==> src/hw/fdsu_pack_defines.svh <==
// ----------------------------------------------------------
// FDSU result pack widths and denormal shifter limits
// ----------------------------------------------------------
`ifndef FDSU_PACK_DEFINES_SVH
`define FDSU_PACK_DEFINES_SVH

// Two carry bits above the 53-bit significand
`define FDSU_FRAC_W 55

// Signed exponent, wide enough for over/underflow
`define FDSU_EXPNT_W 13

`define FDSU_RESULT_W 64

// nv, dz, of, uf, nx
`define FDSU_EXPT_W 5

// Lowest exponents the denormal shifter still represents
`define FDSU_DOUB_DENORM_MIN (-51)
`define FDSU_SING_DENORM_MIN (-22)

`endif

==> src/hw/fdsu_fmt_pkg.sv <==
// ----------------------------------------------------------
// FDSU floating-point format types
// ----------------------------------------------------------
package fdsu_fmt_pkg;

  // Result precision; single results are NaN-boxed to 64 bits
  typedef enum logic {
    FMT_DOUBLE = 1'b0,
    FMT_SINGLE = 1'b1
  } fmt_e;

endpackage

==> src/hw/fdsu_rslt_pkg.sv <==
// ----------------------------------------------------------
// FDSU result class and exception flag types
// ----------------------------------------------------------
package fdsu_rslt_pkg;

  // Class predicted by the earlier divide/sqrt stages
  typedef enum logic [2:0] {
    CLS_NORM   = 3'd0,
    CLS_DENORM = 3'd1,
    CLS_ZERO   = 3'd2,
    CLS_INF    = 3'd3,
    CLS_LFN    = 3'd4,
    CLS_QNAN   = 3'd5
  } rslt_class_e;

  // Accrued exception flags, nv in the MSB
  typedef struct packed {
    logic nv;
    logic dz;
    logic of;
    logic uf;
    logic nx;
  } expt_t;

endpackage

==> src/hw/fdsu_pack_if.sv <==
// ----------------------------------------------------------
// FDSU pack paths to result selector
// Normal and denormal packed results with their side flags
// ----------------------------------------------------------
`timescale 1ns/1ps
`include "fdsu_pack_defines.svh"

interface fdsu_pack_if;

  // Normal path
  logic [`FDSU_RESULT_W-1:0] norm_result;
  logic                      of_plus;
  logic                      uf_plus;

  // Denormal path
  logic [`FDSU_RESULT_W-1:0] denorm_result;
  logic                      denorm_potnt_norm;

  modport norm (
    output norm_result,
    output of_plus,
    output uf_plus
  );

  modport denorm (
    output denorm_result,
    output denorm_potnt_norm
  );

  modport sel (
    input norm_result,
    input of_plus,
    input uf_plus,
    input denorm_result,
    input denorm_potnt_norm
  );

endinterface

==> src/hw/fdsu_denorm_pack.sv <==
// ----------------------------------------------------------
// FDSU denormal result pack
// Right shift into the denormal field, tiny flush, round-up
// ----------------------------------------------------------
`timescale 1ns/1ps
`include "fdsu_pack_defines.svh"

module fdsu_denorm_pack (
  input  fdsu_fmt_pkg::fmt_e          fmt,
  input  logic                        sign,
  input  logic [`FDSU_EXPNT_W-1:0]    expnt,
  input  logic [`FDSU_FRAC_W-1:0]     frac,
  input  logic [1:0]                  potnt_norm,
  input  logic                        denorm_to_tiny,
  fdsu_pack_if.denorm                 pif
);

  logic signed [`FDSU_EXPNT_W-1:0] expnt_s;
  logic                            doub_in_range;
  logic                            sing_in_range;
  logic [5:0]                      shamt;
  logic [`FDSU_FRAC_W-1:0]         frac_shift;
  logic [51:0]                     doub_field;
  logic [22:0]                     sing_field;

  assign expnt_s = expnt;

  assign doub_in_range = (expnt_s <= 1) && (expnt_s >= `FDSU_DOUB_DENORM_MIN);
  assign sing_in_range = (expnt_s <= 1) && (expnt_s >= `FDSU_SING_DENORM_MIN);

  // Shift of 2-e; only meaningful in range, where it spans 1 to 53
  assign shamt      = 6'd2 - expnt[5:0];
  assign frac_shift = frac >> shamt;

  always_comb
  begin
    if (doub_in_range)
    begin
      doub_field = frac_shift[51:0];
    end
    else
    begin
      doub_field = denorm_to_tiny ? 52'd1 : 52'd0;
    end
  end

  // Single keeps the top 23 bits of the same shift
  always_comb
  begin
    if (sing_in_range)
    begin
      sing_field = frac_shift[51:29];
    end
    else
    begin
      sing_field = denorm_to_tiny ? 23'd1 : 23'd0;
    end
  end

  always_comb
  begin
    if (fmt == fdsu_fmt_pkg::FMT_DOUBLE)
    begin
      pif.denorm_result = {sign, 11'h000, doub_field};
    end
    else
    begin
      pif.denorm_result = {32'hffff_ffff, sign, 8'h00, sing_field};
    end
  end

  // Rounding carried the denormal into the smallest normal
  assign pif.denorm_potnt_norm = (potnt_norm[1] && frac[53]) ||
                                 (potnt_norm[0] && frac[54]);

endmodule

==> src/hw/fdsu_norm_pack.sv <==
// ----------------------------------------------------------
// FDSU normal result pack
// Exponent adjust, fraction alignment, carry over/underflow
// ----------------------------------------------------------
`timescale 1ns/1ps
`include "fdsu_pack_defines.svh"

module fdsu_norm_pack (
  input  fdsu_fmt_pkg::fmt_e          fmt,
  input  logic                        sign,
  input  logic [`FDSU_EXPNT_W-1:0]    expnt,
  input  logic [`FDSU_FRAC_W-1:0]     frac,
  input  logic                        potnt_of,
  input  logic                        potnt_uf,
  input  fdsu_rslt_pkg::rslt_class_e  cls,
  fdsu_pack_if.norm                   pif
);

  logic [`FDSU_EXPNT_W-1:0] expnt_inc;
  logic [`FDSU_EXPNT_W-1:0] expnt_rst;
  logic [51:0]              frac_52;
  logic                     carry_any;
  logic                     cls_norm;

  // Exponent correction from the two carry bits
  always_comb
  begin
    case (frac[54:53])
      2'b00:   expnt_inc = '1;
      2'b01:   expnt_inc = '0;
      default: expnt_inc = `FDSU_EXPNT_W'(1);
    endcase
  end

  assign expnt_rst = expnt + expnt_inc;

  // Fraction alignment, hidden bit dropped
  always_comb
  begin
    case (frac[54:53])
      2'b00:   frac_52 = frac[51:0];
      2'b01:   frac_52 = frac[52:1];
      default: frac_52 = frac[53:2];
    endcase
  end

  always_comb
  begin
    if (fmt == fdsu_fmt_pkg::FMT_DOUBLE)
    begin
      pif.norm_result = {sign, expnt_rst[10:0], frac_52};
    end
    else
    begin
      pif.norm_result = {32'hffff_ffff, sign, expnt_rst[7:0], frac_52[51:29]};
    end
  end

  assign carry_any = |frac[54:53];
  assign cls_norm  = (cls == fdsu_rslt_pkg::CLS_NORM);

  // Rounding carry pushes past the max exponent, or failed to lift a tiny one
  assign pif.of_plus = potnt_of && carry_any && cls_norm;
  assign pif.uf_plus = potnt_uf && !carry_any && cls_norm;

endmodule

==> src/hw/fdsu_pack_top.sv <==
// ----------------------------------------------------------
// FDSU result pack stage top level
// ----------------------------------------------------------
`timescale 1ns/1ps
`include "fdsu_pack_defines.svh"

module fdsu_pack_top (
  input  logic                        clk,
  input  logic                        rst_n,
  input  logic                        in_valid,
  input  logic                        fmt,
  input  logic [2:0]                  cls,
  input  logic                        sign,
  input  logic [`FDSU_EXPNT_W-1:0]    expnt,
  input  logic [`FDSU_FRAC_W-1:0]     frac,
  input  logic                        qnan_sign,
  input  logic [51:0]                 qnan_frac,
  input  logic [1:0]                  potnt_norm,
  input  logic                        potnt_of,
  input  logic                        potnt_uf,
  input  logic                        of_rst_lfn,
  input  logic                        denorm_to_tiny,
  input  logic [`FDSU_EXPT_W-1:0]     expt_in,
  output logic                        out_valid,
  output logic [`FDSU_RESULT_W-1:0]   out_result,
  output logic [`FDSU_EXPT_W-1:0]     out_expt
);

  fdsu_pack_if pif ();

  fdsu_norm_pack fdsu_norm_pack_inst (
    .fmt      (fdsu_fmt_pkg::fmt_e'(fmt)),
    .sign     (sign),
    .expnt    (expnt),
    .frac     (frac),
    .potnt_of (potnt_of),
    .potnt_uf (potnt_uf),
    .cls      (fdsu_rslt_pkg::rslt_class_e'(cls)),
    .pif      (pif.norm)
  );

  fdsu_denorm_pack fdsu_denorm_pack_inst (
    .fmt            (fdsu_fmt_pkg::fmt_e'(fmt)),
    .sign           (sign),
    .expnt          (expnt),
    .frac           (frac),
    .potnt_norm     (potnt_norm),
    .denorm_to_tiny (denorm_to_tiny),
    .pif            (pif.denorm)
  );

  fdsu_result_select fdsu_result_select_inst (
    .clk        (clk),
    .rst_n      (rst_n),
    .in_valid   (in_valid),
    .fmt        (fdsu_fmt_pkg::fmt_e'(fmt)),
    .cls        (fdsu_rslt_pkg::rslt_class_e'(cls)),
    .sign       (sign),
    .qnan_sign  (qnan_sign),
    .qnan_frac  (qnan_frac),
    .of_rst_lfn (of_rst_lfn),
    .expt_in    (expt_in),
    .pif        (pif.sel),
    .out_valid  (out_valid),
    .out_result (out_result),
    .out_expt   (out_expt)
  );

endmodule

==> src/hw/fdsu_result_select.sv <==
// ----------------------------------------------------------
// FDSU result select and output register
// Special encodings, final result mux, flag correction
// ----------------------------------------------------------
`timescale 1ns/1ps
`include "fdsu_pack_defines.svh"

module fdsu_result_select (
  input  logic                               clk,
  input  logic                               rst_n,
  input  logic                               in_valid,
  input  fdsu_fmt_pkg::fmt_e                 fmt,
  input  fdsu_rslt_pkg::rslt_class_e         cls,
  input  logic                               sign,
  input  logic                               qnan_sign,
  input  logic [51:0]                        qnan_frac,
  input  logic                               of_rst_lfn,
  input  fdsu_rslt_pkg::expt_t               expt_in,
  fdsu_pack_if.sel                           pif,
  output logic                               out_valid,
  output logic [`FDSU_RESULT_W-1:0]          out_result,
  output fdsu_rslt_pkg::expt_t               out_expt
);

  logic                      is_double;
  logic [`FDSU_RESULT_W-1:0] rst_zero;
  logic [`FDSU_RESULT_W-1:0] rst_inf;
  logic [`FDSU_RESULT_W-1:0] rst_lfn;
  logic [`FDSU_RESULT_W-1:0] rst_qnan;
  logic [`FDSU_RESULT_W-1:0] result_nxt;
  fdsu_rslt_pkg::expt_t      expt_nxt;

  assign is_double = (fmt == fdsu_fmt_pkg::FMT_DOUBLE);

  assign rst_zero = is_double ? {sign, 63'd0} :
                                {32'hffff_ffff, sign, 31'd0};
  assign rst_inf  = is_double ? {sign, 11'h7ff, 52'd0} :
                                {32'hffff_ffff, sign, 8'hff, 23'd0};
  assign rst_lfn  = is_double ? {sign, 11'h7fe, {52{1'b1}}} :
                                {32'hffff_ffff, sign, 8'hfe, {23{1'b1}}};

  // Quiet bit forced, payload carried from the NaN operand
  assign rst_qnan = is_double ? {qnan_sign, 11'h7ff, 1'b1, qnan_frac[50:0]} :
                                {32'hffff_ffff, qnan_sign, 8'hff, 1'b1, qnan_frac[21:0]};

  always_comb
  begin
    case (cls)
      fdsu_rslt_pkg::CLS_DENORM:
      begin
        // Round-up into the normal range uses the normal encoding
        result_nxt = pif.denorm_potnt_norm ? pif.norm_result : pif.denorm_result;
      end
      fdsu_rslt_pkg::CLS_ZERO: result_nxt = rst_zero;
      fdsu_rslt_pkg::CLS_QNAN: result_nxt = rst_qnan;
      fdsu_rslt_pkg::CLS_INF:  result_nxt = rst_inf;
      fdsu_rslt_pkg::CLS_LFN:  result_nxt = rst_lfn;
      default:
      begin
        if (pif.of_plus)
        begin
          // Rounding mode decides between inf and the largest finite
          result_nxt = of_rst_lfn ? rst_lfn : rst_inf;
        end
        else
        begin
          result_nxt = pif.norm_result;
        end
      end
    endcase
  end

  always_comb
  begin
    expt_nxt.nv = expt_in.nv;
    expt_nxt.dz = expt_in.dz;
    expt_nxt.of = expt_in.of || pif.of_plus;
    // Underflow only counts when inexact
    expt_nxt.uf = expt_in.nx &&
                  ((expt_in.uf && !pif.denorm_potnt_norm) || pif.uf_plus);
    expt_nxt.nx = expt_in.nx || expt_in.of || pif.of_plus;
  end

  always_ff @(posedge clk or negedge rst_n)
  begin
    if (!rst_n)
    begin
      out_valid  <= 1'b0;
      out_result <= '0;
      out_expt   <= '0;
    end
    else
    begin
      out_valid <= in_valid;
      // Data holds through idle cycles
      if (in_valid)
      begin
        out_result <= result_nxt;
        out_expt   <= expt_nxt;
      end
    end
  end

endmodule

==> config.mk <==
export PLATFORM = sky130hd
export DESIGN_NAME = fdsu_pack_top
export DESIGN_NICKNAME = d
export VERILOG_FILES = /design/src/hw/fdsu_fmt_pkg.sv /design/src/hw/fdsu_rslt_pkg.sv /design/src/hw/fdsu_pack_if.sv /design/src/hw/fdsu_denorm_pack.sv /design/src/hw/fdsu_norm_pack.sv /design/src/hw/fdsu_pack_top.sv /design/src/hw/fdsu_result_select.sv
export VERILOG_INCLUDE_DIRS = /design/src /design/src/hw
export SDC_FILE = /design/constraint.sdc
export NUM_CORES = 1
export LEC_CHECK = 0
export ABC_AREA = 1
export BUFFER_PORTS_ARGS = -buffer_cell sky130_fd_sc_hd__buf_4
export CORE_MARGIN = 2
export CORE_UTILIZATION = 50
export CTS_CLUSTER_SIZE = 14
export DETAILED_ROUTE_END_ITERATION = 8
export GPL_TIMING_DRIVEN = 0
export HOLD_SLACK_MARGIN = 0.12
export PLACE_DENSITY = 0.73
export SLEW_MARGIN = 20
export SYNTH_ARGS = -nofsm -noshare
export SYNTH_HDL_FRONTEND = slang
export SYNTH_HIERARCHICAL = 1
export SYNTH_SLANG_ARGS = --single-unit
==> constraint.sdc <==
create_clock -name clk -period 0.96 [get_ports clk]
set_clock_uncertainty 0.05 [all_clocks]
set_input_delay 0.096 -clock clk [delete_from_list [all_inputs] [get_ports clk]]
set_output_delay 0.096 -clock clk [all_outputs]
set_load 0.1 [all_outputs]
==> summary.md, run 1 <==
| Metric | Value |
|---|---|
| Cells after synthesis | between 2,000 and 2,500 |
| Avg Inst Size Synth | 5.19 sq um |
| Dpl hpwl | just under 50 mm |
| Post-synth EDFFs | 0 |
| Stopped at | 5_1_grt |
| Top Ports | 210 |
| Die H | ~160 um |
| Max Buffers Root-to-Sink | 2 |
| Top_reg_cell synth | dfrtp_1 |
| CTS Buf Count | 9 |
| Worst Endpoint after GRT Repair | fdsu_result_select_inst/out_result[23]$_DFFE_PN0P_/D |
| Number of port buffers | between 200 and 250 |
| GRT Util Overall | 0.810 |
| Yosys cell types | just over 50 |
| Clock tree root driver cell | clkbuf_16 |
| Async SR Flop Fraction | 1.00 |
| Stop Error | [ERROR GRT-0232] Routing congestion too high. Check the congestion heatmap in the GUI. |
| Dpl ws | -2.07 ns |
| Post-Syn Area | between 10,000 and 15,000 sq um |
| Clock H-tree levels | 3 |
| Outcome | did not finish |
| Initial Utilization | 0.507 |
| Flops & latches, synth | 70 |
| Yosys warnings | 6 |
| Register area share after synthesis | 0.153 |
| CTS Sinks | 70 |
| Largest net degree at the start of global routing | between 70 and 80 |
| Die Width | approximately 160 um |
| Net Count, Synth | approximately 2,400 |
| Worst EP kind | register data pin |
| Global route overflow | around 130 |
| RePlAce Congestion | between 1 and 1.5 |
| FP Rows | 55 |
-- cell usage after synthesis (all sizes together) (2+ instances only) --
cell type  count  share of area
a211oi         5         0.0033
a21oi        146          0.064
a221oi         2         0.0015
a22o          16          0.012
a31oi         15         0.0082
a32oi         20          0.015
a41oi          6         0.0046
and2           2         0.0011
buf          112          0.057
clkbuf        51          0.017
clkinv         2        0.00066
dfrtp         70           0.15
ha             7         0.0076
inv          102          0.034
nand2        971           0.32
nand3        313           0.14
nand4         21          0.011
nor2         166          0.058
nor3           4         0.0017
o211ai        12         0.0079
o21ai        111          0.049
o21bai         2         0.0016
o221ai         4         0.0031
o22ai          2         0.0011
o31ai          3         0.0020
or2           28          0.015
xnor2          5         0.0045
xor2           2         0.0022
-- kinds of logic after synthesis --
group / after synthesis / synth area share
AO/OA/AOI/OAI: 346 / 0.175
adder cells (fa/ha/maj): 7 / 0.00765
XOR/XNOR: 7 / 0.00667
AND/OR/NAND/NOR: 1508 / 0.549
buffers and inverters: 267 / 0.109
flip-flops: 70 / 0.153
-- layer usage --
metal	overflow	track usage
met5	1	0.375
met1	4	0.810
met4	41	0.781
met2	75	0.946
met3	6	0.709
-- per-stage QoR --
stage	hold WS, ns	std cells	cell area, sq um
after global placement	0.178	2698	13900
after CTS	-0.171	2777	16500
after floorplan	-0.250	2205	12000
after detailed placement	0.181	2698	13900
-- timing repair --
item / in CTS
hold endpoints to repair: 87
pin swaps: 85
setup buffers: 50
gates cloned: 2
setup endpoints to repair: 137
hold buffers: 11
gates resized for setup: 418
==> run 2, diff against run 1 <==
- CORE_UTILIZATION: 50 -> 35
- CTS_CLUSTER_SIZE: 14 -> unset
- HOLD_SLACK_MARGIN: 0.12 -> unset
- PLACE_DENSITY: 0.73 -> unset
- PLACE_DENSITY_LB_ADDON: unset -> 0.15
==> run 2 against run 1 <==
  * The flow now finishes, with violations (negative hold slack, negative setup slack)
  * Synthesized cell count stayed put
  * Area after synthesis stayed put
==> summary.md, run 2 <==
| Metric | Value |
|---|---|
| Avg WL per Cell | between 20 and 25 um |
| Clock tree root driver cell | clkbuf_16 (unchanged) |
| Top Ports | 210 (unchanged) |
| Sum of buffers and inverters on the critical path | 7 |
| Die H | 185 um (was 155 um) |
| Final setup margin | -1.28 ns |
| Largest register by flop count | fdsu_result_select_inst/out_result |
| Yosys top cell by area | nand2_1 (unchanged) |
| Hold Vio Cnt, Final | 70 |
| Worst Hold Class | primary input to asynchronous set/reset pin |
| Post-synth top area share | 0.315 (unchanged) |
| GRT Util Overall | 0.396 |
| Outcome | complete, but fails checks (was did not finish) |
| Most frequent cells in the layout | 814 x nand2_1, 227 x buf_4, 126 x nand3_2 |
| Period utilization | 2.33 |
| Global-route wire length before repair | 101 mm |
| Max Buffers Root-to-Sink | 2 (unchanged) |
| Yosys warnings | 6 (unchanged) |
| Number of global-route vias before repair | ~16,000 |
| Crit Path Max Fanout | 4 |
| Slowest CP cell | ha_4 |
| Initial antenna violation count | 1 |
| Hold_buf cts | 5 (was 11) |
| Max reg flops | 64 |
| Worst setup SP type | primary input |
| Area Growth Syn to Fin | 70.3% |
| Peak supply drop | a little under 0.0009 V |
| Most common library cells after synthesis | 961 x nand2_1, 311 x nand3_1, 154 x nor2_1 (unchanged) |
| Avg Inst Size Synth | 5.19 sq um (unchanged) |
| RePlAce Congestion | 1.07 (was 1.16) |
| NumNets Final | 2,679 |
| Number of port buffers | 208 (unchanged) |
| Core area | ~32,000 sq um |
| Failing checks | negative hold slack, negative setup slack |
| Final min period | between 2 and 2.5 ns |
| CP arrival | between 2 and 2.5 ns |
| CP delay by family, top | simple AND/OR/NAND/NOR gates |
| Post-Syn Area | 11,400 sq um (unchanged) |
| Final Setup Violations | roughly 140 |
| Leakage | 8.97 nW |
| F_max | 0.447 GHz |
| Largest registers | fdsu_result_select_inst/out_result: 64 flops, fdsu_result_select_inst/out_expt: 5 flops, fdsu_result_select_inst/out_valid: 1 flops |
| CTS tree | yes |
| Cells after synthesis | 2,205 (unchanged) |
| Total wire length | 71.4 mm |
| Register area share after synthesis | 0.153 (unchanged) |
| Worst skew pair latency | ~0.35 ns |
| Initial Utilization | 0.354 (was 0.507) |
| Reg clk slew, reported paths | approximately 0.060 ns |
| Drt pass-1 iters | 6 |
| Largest cells by area after synthesis | nand2_1 32%, dfrtp_1 15%, nand3_1 14%, a21oi_1 6.3%, nor2_1 5.0% (unchanged) |
| RSZ-0062 raised after global routing | yes |
| Layout cells sized above 1 | 0.419 |
| Most common cell after layout, fill and taps aside | nand2_1 |
| Async SR Flop Fraction | 1.00 (unchanged) |
| Yosys cell types | 51 (unchanged) |
| CP dominant cell by count | buf_12 |
| Critical Path RT | 1.14 ns |
| PD cells | between 1000 and 1500 nW/um^2 |
| Total die area | 34,200 sq um |
| Slowest cell delay on critical path | 0.33 ns |
| DR vias | 17,500 |
| Fin. max-slew vios | 0 |
| Vias per Instance | 5.86 |
| Top_reg_cell synth | dfrtp_1 (unchanged) |
| CTS Sinks | 70 (unchanged) |
| Antenna-violating nets left | 0 |
| Rel. slew slack | 0.394 |
| DRC Markers | 0 |
| Placed cells | 2,855 (was 2,698) |
| Die Width | 185 um (was 155 um) |
| Global route overflow | 0 |
| Ant. Diodes | 0 |
| Setup_tns | -74.93 ns |
| Largest net degree at the start of global routing | 71 |
| CTS Buf Count | 9 (unchanged) |
| Initial DRC count | 1,855 |
| Crit end category | register |
| Max cap viols | 0 |
| Worst hold slack | -0.220 ns |
| Clock H-tree levels | 3 (unchanged) |
| Flops & latches, synth | 70 (unchanged) |
| Net Count, Synth | 2,352 (unchanged) |
| Kind of critical path | primary input to register |
| Most frequent cell after synthesis | nand2_1 (unchanged) |
| Post-synth EDFFs | 0 (unchanged) |
| Slew @ Worst Pin | between 0.9 and 1 ns |
| FP Rows | 66 (was 55) |
| Critical Path, Cell by Cell | buf_12, buf_12, inv_8, buf_12, ha_4, buf_4, clkbuf_16, buf_12, nand3_2, nand3_2, nand3_1, nand2_4, a21oi_2, nand3_2, nand2_4, nand2_2, a21oi_2, nor3_2, nor2_1 |
| Non-Filler Instances | a little under 3,000 |
| Dpl hpwl | 54.8 mm (was 48.1 mm) |
==> run 2: cell counts after synthesis <==
Identical to the previous run, type by type.
==> run 2: kinds of logic after synthesis <==
family / synth area share
fa+ha+maj: 0.00765
simple gates: 0.549
xor+xnor: 0.00667
compound gates: 0.175
flops: 0.153
buf+inv: 0.109
==> run 2: worst paths after layout <==
| path | startpoint | end | slack [ns] | depth (start not counted) |
|---|---|---|---|---|
| setup / recovery | expnt[0] | fdsu_result_select_inst/out_result[9] | -1.28 | 19 |
| hold / removal | rst_n | fdsu_result_select_inst/out_result[55] | -0.22 | 1 |
| setup reg to reg | fdsu_result_select_inst/out_result[29] | fdsu_result_select_inst/out_result[29] | 0.01 | 3 |
| hold reg to reg | fdsu_result_select_inst/out_result[63] | fdsu_result_select_inst/out_result[63] | 0.46 | 2 |
| max in group asynchronous | rst_n | fdsu_result_select_inst/out_result[10] | 0.37 | 1 |
| min in group clk | expt_in[1] | fdsu_result_select_inst/out_expt[1] | 0.05 | 3 |
==> run 2: per-layer routing <==
layer	wire (um)	GRT usage	vias up
met5	14	0	-
li1	-	-	7909
met2	31700	0.631	1037
met4	6080	0.275	2
met3	6050	0.0556	282
met1	27600	0.494	8232
==> run 2: repair_timing <==
| action | in CTS | in global routing |
|---|---|---|
| buffers inserted | 54 | 46 |
| pin swaps | 139 | 135 |
| gates resized for setup | 615 | 343 |
| setup endpoints to repair | 137 | 137 |
| hold endpoints to repair | 76 | 70 |
| cloned | 3 | 5 |
==> run 2: per-stage QoR <==
step	hold slack (ns)	setup WS (ns)	power, W	utilization	area (sq um)
after CTS	-0.176	-1.20	0.0224	0.541	17500
after floorplan	-0.250	-1.01	0.0120	-	12000
after global routing	-0.125	-1.33	0.0253	0.602	19500
after detailed placement	0.165	-2.15	0.0160	0.436	14100
after global placement	0.167	-2.20	0.0160	0.436	14100
final	-0.220	-1.28	0.0244	0.602	19500
==> run 2: power by group <==
part,total [W],internal (W),switching [W]
clock,0.00352,0.00210,0.00142
sequential,0.00397,0.00347,0.000501
combinational,0.0169,0.00595,0.0110
==> run 2: final cells by class <==
| cell class | count | area (sq um) |
|---|---|---|
| sequential | 70 | 1840 |
| fill | 3081 | 12900 |
| tap | 442 | 553 |
| timing repair buffer | 316 | 3600 |
| multi-input combinational | 1868 | 11400 |
| inverter | 104 | 463 |
| clock buffer | 10 | 239 |
| clock inverter | 6 | 70.1 |
| buffer | 163 | 1370 |
Power figures use the tool's default switching activity.
==> run 3, diff against run 2 <==
- GPL_TIMING_DRIVEN: 0 -> unset
==> run 3 against run 2 <==
  * The flow finishes with violations (negative setup slack)
  * Sequential power rose by 1%
  * Die area did not move
  * Sequential share of layout area fell by 0.74 points
  * Final area rose by 8.5%
  * Worst hold slack improved by 0.29 ns
  * Core utilization rose by 5.1 points
  * Global-route usage fell by 0.86 points
  * Critical path type unchanged
  * Critical endpoint is now fdsu_result_select_inst/out_result[4]
==> summary.md, run 3 (synthesis results as in run 2) <==
| Metric | Value |
|---|---|
| Total wire length | 71.1 mm (was 71.4 mm) |
| Kind of critical path | primary input to register (unchanged) |
| Slowest cell delay on critical path | 0.44 ns (was 0.33 ns) |
| Largest registers | fdsu_result_select_inst/out_result: 64 flops, fdsu_result_select_inst/out_expt: 5 flops, fdsu_result_select_inst/out_valid: 1 flops (unchanged) |
| Slew @ Worst Pin | 0.574 ns (was 0.908 ns) |
| Die H | 185 um (unchanged) |
| Reg clk slew, reported paths | 0.06 ns (about the same) |
| RSZ-0062 raised after global routing | yes (unchanged) |
| Hold Vio Cnt, Final | 0 (was 70) |
| Die Width | 185 um (unchanged) |
| Vias per Instance | 5.64 (was 5.86) |
| Final Util | 0.653 (was 0.602) |
| Total die area | 34,200 sq um (unchanged) |
| Max reg flops | 64 (unchanged) |
| CTS tree | yes (unchanged) |
| Critical Path, Cell by Cell | buf_12, inv_8, ha_4, buf_12, buf_12, buf_12, buf_16, nand3_4, a21oi_2, o211ai_1, nand3_1, nand2_1, nand2_1, a21oi_1, o21ai_1, nand2_1 (was buf_12, buf_12, inv_8, buf_12, ha_4, buf_4, clkbuf_16, buf_12, nand3_2, nand3_2, nand3_1, nand2_4, a21oi_2, nand3_2, nand2_4, nand2_2, a21oi_2, nor3_2, nor2_1) |
| Number of global-route vias before repair | 16,600 (was 16,200) |
| Layout cells sized above 1 | 0.460 (was 0.419) |
| Final min period | 2.04 ns (was 2.24 ns) |
| Reg2Reg Launch Point | fdsu_result_select_inst/out_result[29] (unchanged) |
| Reg2Reg Depth | 3 (unchanged) |
| FP Rows | 66 (unchanged) |
| Worst setup SP type | primary input (unchanged) |
| Largest register by flop count | fdsu_result_select_inst/out_result (unchanged) |
| RePlAce Congestion | 1.07 (about the same) |
| Period utilization | 2.12 (was 2.33) |
| Initial antenna violation count | 3 (was 1) |
| Pwr Total | 0.0259 W (was 0.0244 W) |
| Leakage | 10.2 nW (was 8.97 nW) |
| Number of port buffers | 208 (unchanged) |
| PD cells | 1220 nW/um^2 (was 1250 nW/um^2) |
| Logic pwr share | 0.684 (was 0.693) |
| Crit end category | register (unchanged) |
| Placed cell area | 16,800 sq um (was 14,100 sq um) |
| Design Area, Final | 21,100 sq um (was 19,500 sq um) |
| FF-to-FF End | fdsu_result_select_inst/out_result[29] (unchanged) |
| Peak supply drop | 0.000906 V (was 0.000874 V) |
| Global route overflow | 0 (unchanged) |
| Most frequent cells in the layout | 841 x nand2_1, 511 x buf_4, 149 x nand3_2 (was 814 x nand2_1, 227 x buf_4, 126 x nand3_2) |
| Worst Hold Class | primary input to register (was primary input to asynchronous set/reset pin) |
| DRC Markers | 0 (unchanged) |
| CP dominant cell by count | buf_12 (unchanged) |
| Outcome | complete, but fails checks (unchanged) |
| Most common cell after layout, fill and taps aside | nand2_1 (unchanged) |
| Crit Path Max Fanout | 7 (was 4) |
| Fin. max-slew vios | 0 (unchanged) |
| Share of total power in the clock network | 0.161 (was 0.144) |
| Hold Path Origin | in_valid |
| Initial Utilization | 0.354 (unchanged) |
| F_max | 0.491 GHz (was 0.447 GHz) |
| Global-route wire length before repair | 100 mm (was 101 mm) |
| Max Buffers Root-to-Sink | 2 (unchanged) |
| Core area | 32,400 sq um (unchanged) |
| Initial DRC count | 1,876 (was 1,855) |
| NumNets Final | 2,905 (was 2,679) |
| WHS Endpoint | fdsu_result_select_inst/out_valid |
| Worst Hold Depth | 2 |
| Switching power summed over all nets | 0.0128 W (was 0.0129 W) |
| Top Ports | 210 (unchanged) |
| Area Growth Syn to Fin | 84.7% (was 70.3%) |
| Worst skew pair latency | 0.35 ns (about the same) |
| CTS Sinks | 70 (unchanged) |
| CP arrival | 2.28 ns (was 2.41 ns) |
| DR vias | 18,100 (was 17,500) |
| Rel. slew slack | 0.617 (was 0.394) |
| R2r setup slk | -0.01 ns (was 0.01 ns) |
| Clock tree root driver cell | clkbuf_16 (unchanged) |
| Max cap viols | 0 (unchanged) |
| Final setup margin | -1.08 ns (was -1.28 ns) |
| Critical Path RT | 1.20 ns (was 1.14 ns) |
| Dpl hpwl | 53.7 mm (was 54.8 mm) |
| Clock H-tree levels | 3 (unchanged) |
| Slowest CP cell | o211ai_1 (was ha_4) |
| Largest net degree at the start of global routing | 58 (was 71) |
| Failing checks | negative setup slack (was negative hold slack, negative setup slack) |
| Cell-internal power | 0.0131 W (was 0.0115 W) |
| Avg WL per Cell | 22.2 um (was 24.0 um) |
| Antenna-violating nets left | 0 (unchanged) |
| Sequential power share | 0.155 (was 0.163) |
| Final Setup Violations | 137 (unchanged) |
| Sw frac | 0.494 (was 0.529) |
| GRT Util Overall | 0.388 (was 0.396) |
| CTS Buf Count | 9 (unchanged) |
| Drt pass-1 iters | 6 (unchanged) |
| Crit path from | expnt[0] (unchanged) |
## run 3: changes by cell type in the layout (fill, tap and decap cells not counted), moves of 7 or more
| cell | before | now |
|---|---|---|
| o21ai_2 | 27 | 20 |
| nand3_4 | 67 | 26 |
| buf_12 | 86 | 120 |
| buf_2 | 34 | 1 |
| clkbuf_1 | 34 | 0 |
| nand2_1 | 814 | 841 |
| nand2_4 | 48 | 20 |
| buf_4 | 227 | 511 |
| nand3_2 | 126 | 149 |
| nand3_1 | 120 | 138 |
| buf_8 | 21 | 3 |
| o21ai_1 | 36 | 47 |
## run 3: per-stage QoR
| stage | setup WS [ns] | std cells | setup TNS [ns] | hold slack [ns] |
|---|---|---|---|---|
| after floorplan | -1.01 | 2205 | -55.05 | -0.250 |
| after global placement | -1.54 | 3118 | -89.25 | -0.0598 |
| after detailed placement | -1.55 | 3118 | -89.94 | -0.0594 |
| after CTS | -0.974 | 3168 | -66.85 | 0.0499 |
| after global routing | -1.14 | 3206 | -72.90 | 0.0725 |
| final | -1.08 | 3208 | -65.27 | 0.0715 |
## run 3: how the worst max path moves through the flow
| stage | to | depth (start not counted) |
|---|---|---|
| after global placement | fdsu_result_select_inst/out_result[2] | 18 |
| after CTS | fdsu_result_select_inst/out_result[4] | 17 |
| after floorplan | fdsu_result_select_inst/out_result[35] | 19 |
| final | fdsu_result_select_inst/out_result[4] | 16 |
| after global routing | fdsu_result_select_inst/out_result[22] | 21 |
| after detailed placement | fdsu_result_select_inst/out_result[28] | 18 |
## run 3: repair_timing
item                       CTS  global route
setup endpoints to repair  137           137
hold buffers                 5             0
buffers inserted            22            35
cloned                       7             7
pin swaps                   73           147
gates resized for setup    310           441
hold endpoints to repair    75             0
## run 3: power by group through the flow
stage	clock network, W	registers (W)	logic, W
after floorplan	0	0.00697	0.00501
after global placement	0	0.00380	0.0138
after detailed placement	0	0.00381	0.0138
after CTS	0.00417	0.00381	0.0153
after global routing	0.00430	0.00404	0.0185
final	0.00416	0.00401	0.0177
## run 3: final cells by class
cell class                 count  area (sq um)
tap                          442           553
clock inverter                 5           104
inverter                     104           458
fill                        2880         11200
antenna                        3          7.51
clock buffer                  11           253
sequential                    70          1840
multi-input combinational   1869         10700
timing repair buffer         704          7270
## run 3: critical path: cells and delay by family
family	cells	cell delay (ns)
AND/OR/NAND/NOR	5	0.46
AO/OA/AOI/OAI	4	0.72
buffers and inverters	6	0.73
adder cells (fa/ha/maj)	1	0.25
## run 3: routing by layer
| metal | GRT usage | up-vias | wire [um] |
|---|---|---|---|
| met1 | 0.511 | 8617 | 29300 |
| met3 | 0.0543 | 219 | 5270 |
| met4 | 0.222 | 2 | 4750 |
| met2 | 0.605 | 898 | 31800 |
| li1 | - | 8372 | - |
| met5 | 0 | - | 13 |
